**src/link_pkg.sv**
```systemverilog
`default_nettype none

package link_pkg;

    typedef logic [7:0] byte_t;
    typedef logic [31:0] hdr_t;
    // 0 start, 1 stop, 2 data
    typedef logic [1:0] hdr_sel_t;

    // packet headers, most significant byte first on the line
    localparam hdr_t START_HDR = 32'hc1c2c3c4;
    localparam hdr_t STOP_HDR = 32'h51525354;
    localparam hdr_t DATA_HDR = 32'hd1d2d3d4;
    localparam int NUM_HDRS = 3;

    localparam byte_t HS_BYTE = 8'haa;
    localparam byte_t HS_REPLY_BYTE = 8'h10;

    // line timing in clock cycles
    localparam int CLKS_PER_BIT = 12;
    localparam int FRAME_BITS = 10;
    localparam int ALIGN_CYCLES = 16 * CLKS_PER_BIT;

    localparam int PKT_LEN = 64;
    localparam int TIMEOUT_CYCLES = 1024;
    localparam int QUEUE_DEPTH = 128;
    localparam int CNT_W = 12;

    // byte idx of header sel, idx 0 is the first byte sent
    function automatic byte_t hdr_byte(hdr_sel_t sel, logic [1:0] idx);
        hdr_t hdr;
        case (sel)
            2'd1: hdr = STOP_HDR;
            2'd2: hdr = DATA_HDR;
            default: hdr = START_HDR;
        endcase
        return hdr[8 * (3 - idx) +: 8];
    endfunction

endpackage

`default_nettype wire
```
**src/laser_drop.sv**
```systemverilog
`timescale 1ns/1ps
`default_nettype none

module laser_drop (
    input  logic            clock,
    input  logic            reset,
    input  logic            in_write,
    input  link_pkg::byte_t in_data,
    output logic            in_full,
    input  logic            out_read,
    output link_pkg::byte_t out_data,
    output logic            out_empty,
    input  logic            laser_rx,
    output logic            laser_tx
);
    import link_pkg::*;

    byte_t    tq_data;
    logic     tq_empty;
    logic     tq_pop;
    byte_t    rq_byte;
    logic     rq_push;
    logic     rq_full;
    byte_t    tx_byte;
    logic     tx_start;
    logic     tx_busy;
    logic     tx_done;
    byte_t    rx_byte;
    logic     rx_valid;
    logic     hdr_seen;
    hdr_sel_t hdr_sel;

    // host to laser
    byte_fifo tx_queue_i (
        .clock, .reset,
        .push(in_write), .push_data(in_data),
        .pop(tq_pop), .pop_data(tq_data),
        .empty(tq_empty), .full(in_full)
    );

    // laser to host
    byte_fifo rx_queue_i (
        .clock, .reset,
        .push(rq_push), .push_data(rq_byte),
        .pop(out_read), .pop_data(out_data),
        .empty(out_empty), .full(rq_full)
    );

    laser_tx_serializer tx_serializer_i (
        .clock, .reset,
        .tx_start, .tx_byte,
        .laser_tx, .tx_busy, .tx_done
    );

    laser_rx_deserializer rx_deserializer_i (
        .clock, .reset,
        .laser_rx, .rx_valid, .rx_byte
    );

    header_detector header_detector_i (
        .clock, .reset,
        .rx_valid, .rx_byte,
        .hdr_seen, .hdr_sel
    );

    link_ctrl link_ctrl_i (
        .clock, .reset,
        .rx_valid, .rx_byte,
        .hdr_seen, .hdr_sel,
        .tq_data, .tq_empty, .tq_pop,
        .tx_busy, .tx_done, .tx_start, .tx_byte,
        .rq_full, .rq_push, .rq_byte
    );

endmodule

`default_nettype wire

```
**src/link_ctrl.sv**
```systemverilog
`timescale 1ns/1ps
`default_nettype none

module link_ctrl (
    input  logic               clock,
    input  logic               reset,
    input  logic               rx_valid,
    input  link_pkg::byte_t    rx_byte,
    input  logic               hdr_seen,
    input  link_pkg::hdr_sel_t hdr_sel,
    input  link_pkg::byte_t    tq_data,
    input  logic               tq_empty,
    output logic               tq_pop,
    input  logic               tx_busy,
    input  logic               tx_done,
    output logic               tx_start,
    output link_pkg::byte_t    tx_byte,
    input  logic               rq_full,
    output logic               rq_push,
    output link_pkg::byte_t    rq_byte
);
    import link_pkg::*;

    typedef enum logic [2:0] {
        S_WAIT,
        S_HS_TX,
        S_HS_DRAIN,
        S_ALIGN,
        S_SEND,
        S_HS_REPLY,
        S_HDR_LOAD,
        S_RECEIVE
    } state_t;

    state_t           state;
    state_t           next_state;
    logic [CNT_W-1:0] timer;
    logic [CNT_W-1:0] byte_cnt;
    hdr_sel_t         sel_q;
    logic             reply_pend;
    logic             hs_seen;
    logic             reply_seen;
    logic             timed_out;

    assign hs_seen = rx_valid && (rx_byte == HS_BYTE);
    assign reply_seen = rx_valid && (rx_byte == HS_REPLY_BYTE);
    assign timed_out = (timer == CNT_W'(TIMEOUT_CYCLES - 1)) && !rx_valid;

    always_comb begin
        next_state = state;
        tx_start = 1'b0;
        tx_byte = HS_BYTE;
        tq_pop = 1'b0;
        rq_push = 1'b0;
        rq_byte = rx_byte;
        case (state)
            S_WAIT: begin
                if (!tq_empty) begin
                    next_state = S_HS_TX;
                end else if (hs_seen) begin
                    next_state = S_HS_REPLY;
                end else if (hdr_seen) begin
                    next_state = S_HDR_LOAD;
                end
            end
            S_HS_TX: begin
                // keep repeating the handshake until answered
                tx_start = !tx_busy;
                if (reply_seen) begin
                    next_state = S_HS_DRAIN;
                end
            end
            S_HS_DRAIN: begin
                if (tx_done || !tx_busy) begin
                    next_state = S_ALIGN;
                end
            end
            S_ALIGN: begin
                if (timer == CNT_W'(ALIGN_CYCLES - 1)) begin
                    next_state = S_SEND;
                end
            end
            S_SEND: begin
                tx_byte = tq_data;
                if (!tx_busy) begin
                    if (tq_empty) begin
                        next_state = S_WAIT;
                    end else begin
                        tx_start = 1'b1;
                        tq_pop = 1'b1;
                    end
                end
            end
            S_HS_REPLY: begin
                tx_byte = HS_REPLY_BYTE;
                tx_start = reply_pend && !tx_busy;
                if (hdr_seen) begin
                    next_state = S_HDR_LOAD;
                end else if (timed_out) begin
                    next_state = S_WAIT;
                end
            end
            S_HDR_LOAD: begin
                // header rebuilt from the matched index
                rq_byte = hdr_byte(sel_q, byte_cnt[1:0]);
                if (!rq_full) begin
                    rq_push = 1'b1;
                    if (byte_cnt[1:0] == 2'd3) begin
                        next_state = S_RECEIVE;
                    end
                end
            end
            default: begin
                rq_push = rx_valid && !rq_full && (byte_cnt != CNT_W'(PKT_LEN));
                if (byte_cnt == CNT_W'(PKT_LEN) || timed_out) begin
                    next_state = S_WAIT;
                end
            end
        endcase
    end

    always_ff @(posedge clock, posedge reset) begin
        if (reset) begin
            state <= S_WAIT;
            timer <= '0;
            byte_cnt <= '0;
            reply_pend <= 1'b0;
        end else begin
            state <= next_state;

            // align gap ignores line activity, idle timeouts do not
            if (next_state != state) begin
                timer <= '0;
            end else if (rx_valid && state != S_ALIGN) begin
                timer <= '0;
            end else begin
                timer <= timer + 1'b1;
            end

            // header bytes count toward the packet length
            if (state != S_HDR_LOAD && state != S_RECEIVE) begin
                byte_cnt <= '0;
            end else if ((state == S_HDR_LOAD) ? rq_push : rx_valid) begin
                byte_cnt <= byte_cnt + 1'b1;
            end

            if (hs_seen && next_state == S_HS_REPLY) begin
                reply_pend <= 1'b1;
            end else if (tx_start || next_state != S_HS_REPLY) begin
                reply_pend <= 1'b0;
            end
        end
    end

    always_ff @(posedge clock) begin
        if (hdr_seen) begin
            sel_q <= hdr_sel;
        end
    end

endmodule

`default_nettype wire

```
**src/header_detector.sv**
```systemverilog
`timescale 1ns/1ps
`default_nettype none

module header_detector (
    input  logic               clock,
    input  logic               reset,
    input  logic               rx_valid,
    input  link_pkg::byte_t    rx_byte,
    output logic               hdr_seen,
    output link_pkg::hdr_sel_t hdr_sel
);
    import link_pkg::*;

    hdr_sel_t   sel_q;
    hdr_sel_t   first_sel;
    logic       first_hit;
    logic       next_hit;
    // header bytes matched so far
    logic [1:0] matched;

    // first bytes of all headers differ, so at most one hit
    always_comb begin
        first_hit = 1'b0;
        first_sel = '0;
        for (int i = 0; i < NUM_HDRS; i++) begin
            if (rx_byte == hdr_byte(hdr_sel_t'(i), 2'd0)) begin
                first_hit = 1'b1;
                first_sel = hdr_sel_t'(i);
            end
        end
    end

    assign next_hit = (rx_byte == hdr_byte(sel_q, matched));
    assign hdr_seen = rx_valid && (matched == 2'd3) && next_hit;
    assign hdr_sel = sel_q;

    always_ff @(posedge clock, posedge reset) begin
        if (reset) begin
            matched <= '0;
            sel_q <= '0;
        end else if (rx_valid) begin
            if (matched == 2'd0) begin
                if (first_hit) begin
                    sel_q <= first_sel;
                    matched <= 2'd1;
                end
            end else if (next_hit) begin
                // wraps back to searching after the fourth byte
                matched <= matched + 2'd1;
            end else begin
                // mismatching byte is not tried as a new first byte
                matched <= '0;
            end
        end
    end

endmodule

`default_nettype wire

```
**src/laser_rx_deserializer.sv**
```systemverilog
`timescale 1ns/1ps
`default_nettype none

module laser_rx_deserializer (
    input  logic            clock,
    input  logic            reset,
    input  logic            laser_rx,
    output logic            rx_valid,
    output link_pkg::byte_t rx_byte
);
    import link_pkg::*;

    typedef enum logic [1:0] {
        R_IDLE,
        R_START,
        R_DATA,
        R_STOP
    } rx_state_t;

    rx_state_t        state;
    logic             rx_meta;
    logic             rx_sync;
    logic [CNT_W-1:0] clk_cnt;
    logic [2:0]       bit_idx;
    logic             bit_end;

    assign bit_end = (clk_cnt == CNT_W'(CLKS_PER_BIT - 1));

    // line idles high
    always_ff @(posedge clock, posedge reset) begin
        if (reset) begin
            rx_meta <= 1'b1;
            rx_sync <= 1'b1;
        end else begin
            rx_meta <= laser_rx;
            rx_sync <= rx_meta;
        end
    end

    always_ff @(posedge clock, posedge reset) begin
        if (reset) begin
            state <= R_IDLE;
            clk_cnt <= '0;
            bit_idx <= '0;
            rx_valid <= 1'b0;
        end else begin
            rx_valid <= 1'b0;
            case (state)
                R_IDLE: begin
                    clk_cnt <= '0;
                    if (!rx_sync) begin
                        state <= R_START;
                    end
                end
                R_START: begin
                    // start bit must still be low at half a bit
                    if (clk_cnt == CNT_W'(CLKS_PER_BIT / 2 - 1)) begin
                        clk_cnt <= '0;
                        bit_idx <= '0;
                        state <= rx_sync ? R_IDLE : R_DATA;
                    end else begin
                        clk_cnt <= clk_cnt + 1'b1;
                    end
                end
                R_DATA: begin
                    if (bit_end) begin
                        clk_cnt <= '0;
                        bit_idx <= bit_idx + 3'd1;
                        if (bit_idx == 3'd7) begin
                            state <= R_STOP;
                        end
                    end else begin
                        clk_cnt <= clk_cnt + 1'b1;
                    end
                end
                default: begin
                    // framing error drops the byte
                    if (bit_end) begin
                        rx_valid <= rx_sync;
                        state <= R_IDLE;
                    end else begin
                        clk_cnt <= clk_cnt + 1'b1;
                    end
                end
            endcase
        end
    end

    always_ff @(posedge clock) begin
        if (state == R_DATA && bit_end) begin
            rx_byte <= {rx_sync, rx_byte[7:1]};
        end
    end

endmodule

`default_nettype wire

```
**src/laser_tx_serializer.sv**
```systemverilog
`timescale 1ns/1ps
`default_nettype none

module laser_tx_serializer (
    input  logic            clock,
    input  logic            reset,
    input  logic            tx_start,
    input  link_pkg::byte_t tx_byte,
    output logic            laser_tx,
    output logic            tx_busy,
    output logic            tx_done
);
    import link_pkg::*;

    logic [FRAME_BITS-1:0] frame;
    logic [CNT_W-1:0]      bit_time;
    logic [CNT_W-1:0]      bit_cnt;
    logic                  bit_end;

    assign bit_end = tx_busy && (bit_time == CNT_W'(CLKS_PER_BIT - 1));
    // last cycle of the stop bit
    assign tx_done = bit_end && (bit_cnt == CNT_W'(FRAME_BITS - 1));
    assign laser_tx = tx_busy ? frame[0] : 1'b1;

    always_ff @(posedge clock, posedge reset) begin
        if (reset) begin
            tx_busy <= 1'b0;
            bit_time <= '0;
            bit_cnt <= '0;
        end else if (tx_start && !tx_busy) begin
            tx_busy <= 1'b1;
            bit_time <= '0;
            bit_cnt <= '0;
        end else if (tx_done) begin
            tx_busy <= 1'b0;
        end else if (bit_end) begin
            bit_time <= '0;
            bit_cnt <= bit_cnt + 1'b1;
        end else if (tx_busy) begin
            bit_time <= bit_time + 1'b1;
        end
    end

    // stop bit, data lsb first, start bit
    always_ff @(posedge clock) begin
        if (tx_start && !tx_busy) begin
            frame <= {1'b1, tx_byte, 1'b0};
        end else if (bit_end) begin
            frame <= {1'b1, frame[FRAME_BITS-1:1]};
        end
    end

endmodule

`default_nettype wire

```
**src/byte_fifo.sv**
```systemverilog
`timescale 1ns/1ps
`default_nettype none

module byte_fifo #(
    parameter int DEPTH = link_pkg::QUEUE_DEPTH
) (
    input  logic            clock,
    input  logic            reset,
    input  logic            push,
    input  link_pkg::byte_t push_data,
    input  logic            pop,
    output link_pkg::byte_t pop_data,
    output logic            empty,
    output logic            full
);
    import link_pkg::*;

    byte_t                  mem [DEPTH];
    logic [$clog2(DEPTH)-1:0] wr_ptr;
    logic [$clog2(DEPTH)-1:0] rd_ptr;
    logic [$clog2(DEPTH):0]   count;
    logic                   do_push;
    logic                   do_pop;

    assign do_push = push && !full;
    assign do_pop = pop && !empty;

    assign empty = (count == '0);
    assign full = (count == DEPTH);
    // show-ahead, front byte always on the output
    assign pop_data = mem[rd_ptr];

    always_ff @(posedge clock) begin
        if (do_push) begin
            mem[wr_ptr] <= push_data;
        end
    end

    always_ff @(posedge clock, posedge reset) begin
        if (reset) begin
            wr_ptr <= '0;
            rd_ptr <= '0;
            count <= '0;
        end else begin
            if (do_push) begin
                wr_ptr <= (wr_ptr == DEPTH - 1) ? '0 : wr_ptr + 1'b1;
            end
            if (do_pop) begin
                rd_ptr <= (rd_ptr == DEPTH - 1) ? '0 : rd_ptr + 1'b1;
            end
            // simultaneous push and pop leaves the count alone
            if (do_push && !do_pop) begin
                count <= count + 1'b1;
            end else if (do_pop && !do_push) begin
                count <= count - 1'b1;
            end
        end
    end

endmodule

`default_nettype wire

```
**config.mk**
```make
export PLATFORM = sky130hd
export DESIGN_NAME = laser_drop
export DESIGN_NICKNAME = d
export VERILOG_FILES = /design/src/link_pkg.sv /design/src/laser_drop.sv /design/src/link_ctrl.sv /design/src/header_detector.sv /design/src/laser_rx_deserializer.sv /design/src/laser_tx_serializer.sv /design/src/byte_fifo.sv
export SDC_FILE = /design/constraint.sdc
export NUM_CORES = 2
export LEC_CHECK = 0
export BUFFER_PORTS_ARGS = -buffer_cell sky130_fd_sc_hd__buf_2
export CORE_MARGIN = 3
export CORE_UTILIZATION = 58
export DETAILED_ROUTE_END_ITERATION = 10
export PLACE_DENSITY_LB_ADDON = 0.12
export SLEW_MARGIN = 15
export SYNTH_ARGS = -nofsm -noshare
export SYNTH_HDL_FRONTEND = slang
export SYNTH_SLANG_ARGS = --single-unit
```
**constraint.sdc**
```tcl
create_clock -name clock -period 10.3 [get_ports clock]
set_clock_uncertainty 0.15 [all_clocks]
set_input_delay 0.515 -clock clock [delete_from_list [all_inputs] [get_ports clock]]
set_output_delay 0.515 -clock clock [all_outputs]
set_load 0.005 [all_outputs]
```
==> impl_metrics.ini <==
[outcome]
run_status = completed

[die]
floorplan.initialDensity_pct = 58.56
core.rowCount = 141
io_pins = 24
die_area_sq_mm = 0.1543
die_boundary_width_um = 392.8
core_region_area_sq_mm = 0.1482
die_height_um = 392.8

[detailed_routing]
drt_pre_antenna_iters = 6
ant_nets = 0
initialDrtViolationCount = 4189
total_wire_length_after_detailed_routing_um = 193000
detail_route.wl_per_cell_um = 29.65
detail_route.drc_violations = 0
viasPerCell = 6.440
dr_total_vias = 41910

[cells_and_area]
nets = 4448
design_area_sq_mm = 0.09583
final_layout_size_suffix_gt1_share_pct = 21.63
area_growth_pct = 10.43
mostFrequentLayoutCells = sky130_fd_sc_hd__edfxtp_1 (2066), sky130_fd_sc_hd__mux4_2 (555), sky130_fd_sc_hd__nor2_1 (356)
final_common_cell = sky130_fd_sc_hd__edfxtp_1
diodes = 0
fillCellCount = 9844

[pwr]
power_frac_seq_pct = 54.6
power.static_leakage_nw = 29.33
clock_power_share_pct = 42.6
p_int_mw = 14.32
pwr_density_cell_mw_per_mm2 = 188.0
gate_power_share_pct = 2.8
vdd_drop_max_mv = 0.1626
netSwitchingFraction_pct = 20.52
p_sw_mw = 3.697

[synth]
synth_enable_flop_cells = 2066
synthDistinctLibCells = 75
syn-instance-count = 4304
postSynthRegisterBits = 2188
ys_async_sr_fraction_pct = 5.530
avgSynthCellArea_sq_um = 20.16
yosysWarnings = 0
synth.yosys.seq_area_share_pct = 75.01
synth_fp_nets = 4357
synth_area_sq_mm = 0.08678
synthFlopType = sky130_fd_sc_hd__edfxtp_1

[clock_tree]
numClockSinks = 2188
cts_buffers = 214
cts-htree-levels = 4
postCtsHoldBufs = 4
clkSlewWorstSetupHoldPaths_ns = 0.06
clock_tree_from_tritoncts = yes
cts_buffer_depth = 3
cts_setup_buffers = 0
clk-insertion-delay-late_ns = 0.83
clockRootBuffer = sky130_fd_sc_hd__clkbuf_16
ctsResizeCount = 0

[run]
max_cap_viol_count = 0

[sta]
final.setup.tns_ns = 0
period_minus_slack_ns = 5.293
fmaxAchievable_mhz = 188.9
actual_slew_at_the_worst_max_slew_pin_ns = 1.149
final_hold_viol_count = 0
setup_viol_count_final = 0
setup_repair_after_global_routing_missed_its_margin = no
period_share_pct = 51.39
slew_violations = 0
maxSlewHeadroom_pct = 23.12

[worst_setup_path]
element_type_at_the_critical_path_start = register
regToRegStartpoint = link_ctrl_i.state[2]
critical_path_peak_fanout = 88
crit_chain = buf_12 -> mux4_2 -> mux4_2 -> mux4_2 -> o21a_1 -> buf_2
timing.reg2reg.setup_slack_ns = 5.84
crit_arrival_ns = 4.63
critPathLaunch = rx_queue_i.rd_ptr[0]
worst_path_most_repeated_cell = sky130_fd_sc_hd__mux4_2
critical-path-max-stage-delay_ns = 0.89
critPathCaptureType = output port
critical_path_class = reg2out
critical_path.slowest_cell = sky130_fd_sc_hd__dfrtp_4
worstPathRequired_ns = 9.64

[global_routing]
grt_antenna_before_repair = 0
first_global_vias = 42670
grtUsageTotal_pct = 25.69
grt-ovfl-total = 0
grt_first_pass_wirelength_um = 288200
largest_net_degree_at_the_start_of_global_routing = 111

[placement]
portBuffers = 23
dp.final_hpwl_um = 115000
place_congestion = 0.8392
placed_area_sq_mm = 0.08889

[hold_path]
hold_class = in2reg
hold_wc_startpoint = in_data[0]
==> final cells by class <==
class	count	area [sq um]	area share, %
inverters	38	147.6	0.1541
repair buffers	92	725.7	0.7573
well taps	1930	2415	2.520
flip-flops and latches	2188	65110	67.94
clock inverters	137	1250	1.304
clock buffers	262	5649	5.895
multi-input cells	1861	20530	21.43
==> worst max-delay path: cells and delay by family, from the launching register on <==
family,cells,cell delay [ns]
AOI/OAI and AO/OA,1,0.24
buffers and inverters,2,0.73
DFF,1,0.89
muxes,3,1.75
==> path summary, 6_finish.rpt <==
path | endpoint | cells after the start
min in group asynchronous | link_ctrl_i.timer[9] | 3
worst min register to register | rx_deserializer_i.rx_sync | 0
worst max-delay path | out_data[7] | 6
worst min-delay path | tx_queue_i.mem[90][0] | 1
max in group asynchronous | tx_queue_i.rd_ptr[1] | 4
worst max register to register | rx_queue_i.count[7] | 14
==> per-layer routing <==
layer	routed length (um)	GRT usage (%)	part of all wire, %
met2	96100	41.68	50
met5	0	0	0
met1	77960	36.31	40
met3	12620	4.022	6.5
met4	6307	8.596	3.3
==> power by group through the flow <==
stage               clock, mW  combinational [mW]  sequential (mW)
floorplan                   0               0.294             9.99
global placement            0               0.488             10.0
detailed placement          0               0.500             10.0
CTS                      7.80               0.503             9.83
global route             8.17               0.557             9.84
finish                   7.68               0.501             9.83
==> Yosys cell counts, types with 21 or more instances <==
library cell,count,share of area [%]
sky130_fd_sc_hd__edfxtp_1,2066,71
sky130_fd_sc_hd__mux4_2,555,14
sky130_fd_sc_hd__nor2_1,361,1.6
sky130_fd_sc_hd__nand2_1,149,0.64
sky130_fd_sc_hd__mux2i_1,128,1.5
sky130_fd_sc_hd__dfrtp_1,119,3.4
sky130_fd_sc_hd__clkbuf_1,106,0.46
sky130_fd_sc_hd__o21ai_0,81,0.47
sky130_fd_sc_hd__nand3_1,58,0.33
sky130_fd_sc_hd__buf_2,53,0.31
sky130_fd_sc_hd__a21oi_1,49,0.28
sky130_fd_sc_hd__o221ai_1,49,0.49
sky130_fd_sc_hd__nor3_1,40,0.23
sky130_fd_sc_hd__ha_1,38,0.55
sky130_fd_sc_hd__xor2_1,38,0.38
sky130_fd_sc_hd__inv_1,36,0.16
sky130_fd_sc_hd__xnor2_1,33,0.33
sky130_fd_sc_hd__a22oi_1,27,0.23
sky130_fd_sc_hd__nor2b_1,23,0.17
sky130_fd_sc_hd__buf_1,21,0.091
==> kinds of logic (layout without fill, tap and decap cells) <==
| family | after synthesis | in the layout | synth area share (%) |
|---|---|---|---|
| AOI/OAI and AO/OA | 318 | 318 | 2.477 |
| and+or+nand+nor | 742 | 742 | 3.815 |
| muxes | 690 | 690 | 15.97 |
| DFF | 2188 | 2188 | 75.01 |
| xor gates and xnor gates | 71 | 71 | 0.7166 |
| buffers and inverters | 255 | 529 | 1.417 |
| adders and majority gates | 40 | 40 | 0.5941 |
==> per-stage QoR <==
step | hold slack, ns | utilization [%] | power [mW] | instances | setup WS (ns)
floorplan | 0.1952 | - | 10.28 | 4304 | 3.007
global route | 0.02742 | 64.67 | 18.56 | 6508 | 4.757
global placement | 0.1960 | 59.98 | 10.50 | 6105 | 5.757
detailed placement | 0.1976 | 59.98 | 10.52 | 6105 | 5.749
CTS | 0.005246 | 64.67 | 18.13 | 6508 | 4.830
finish | 0.04210 | 64.67 | 18.01 | 6508 | 5.007
==> sequential cells by signal, indices dropped and copies added, names as in the netlist, 7 cells and up <==
signal,cells
link_ctrl_i.byte_cnt,12
link_ctrl_i.timer,12
rx_deserializer_i.clk_cnt,12
rx_deserializer_i.rx_byte,8
rx_queue_i.count,8
rx_queue_i.mem,1024
rx_queue_i.rd_ptr,7
rx_queue_i.wr_ptr,7
tx_queue_i.count,8
tx_queue_i.mem,1024
tx_queue_i.rd_ptr,7
tx_queue_i.wr_ptr,7
tx_serializer_i.bit_cnt,12
tx_serializer_i.bit_time,12
tx_serializer_i.frame,9
(Power assumes the default switching activity.)
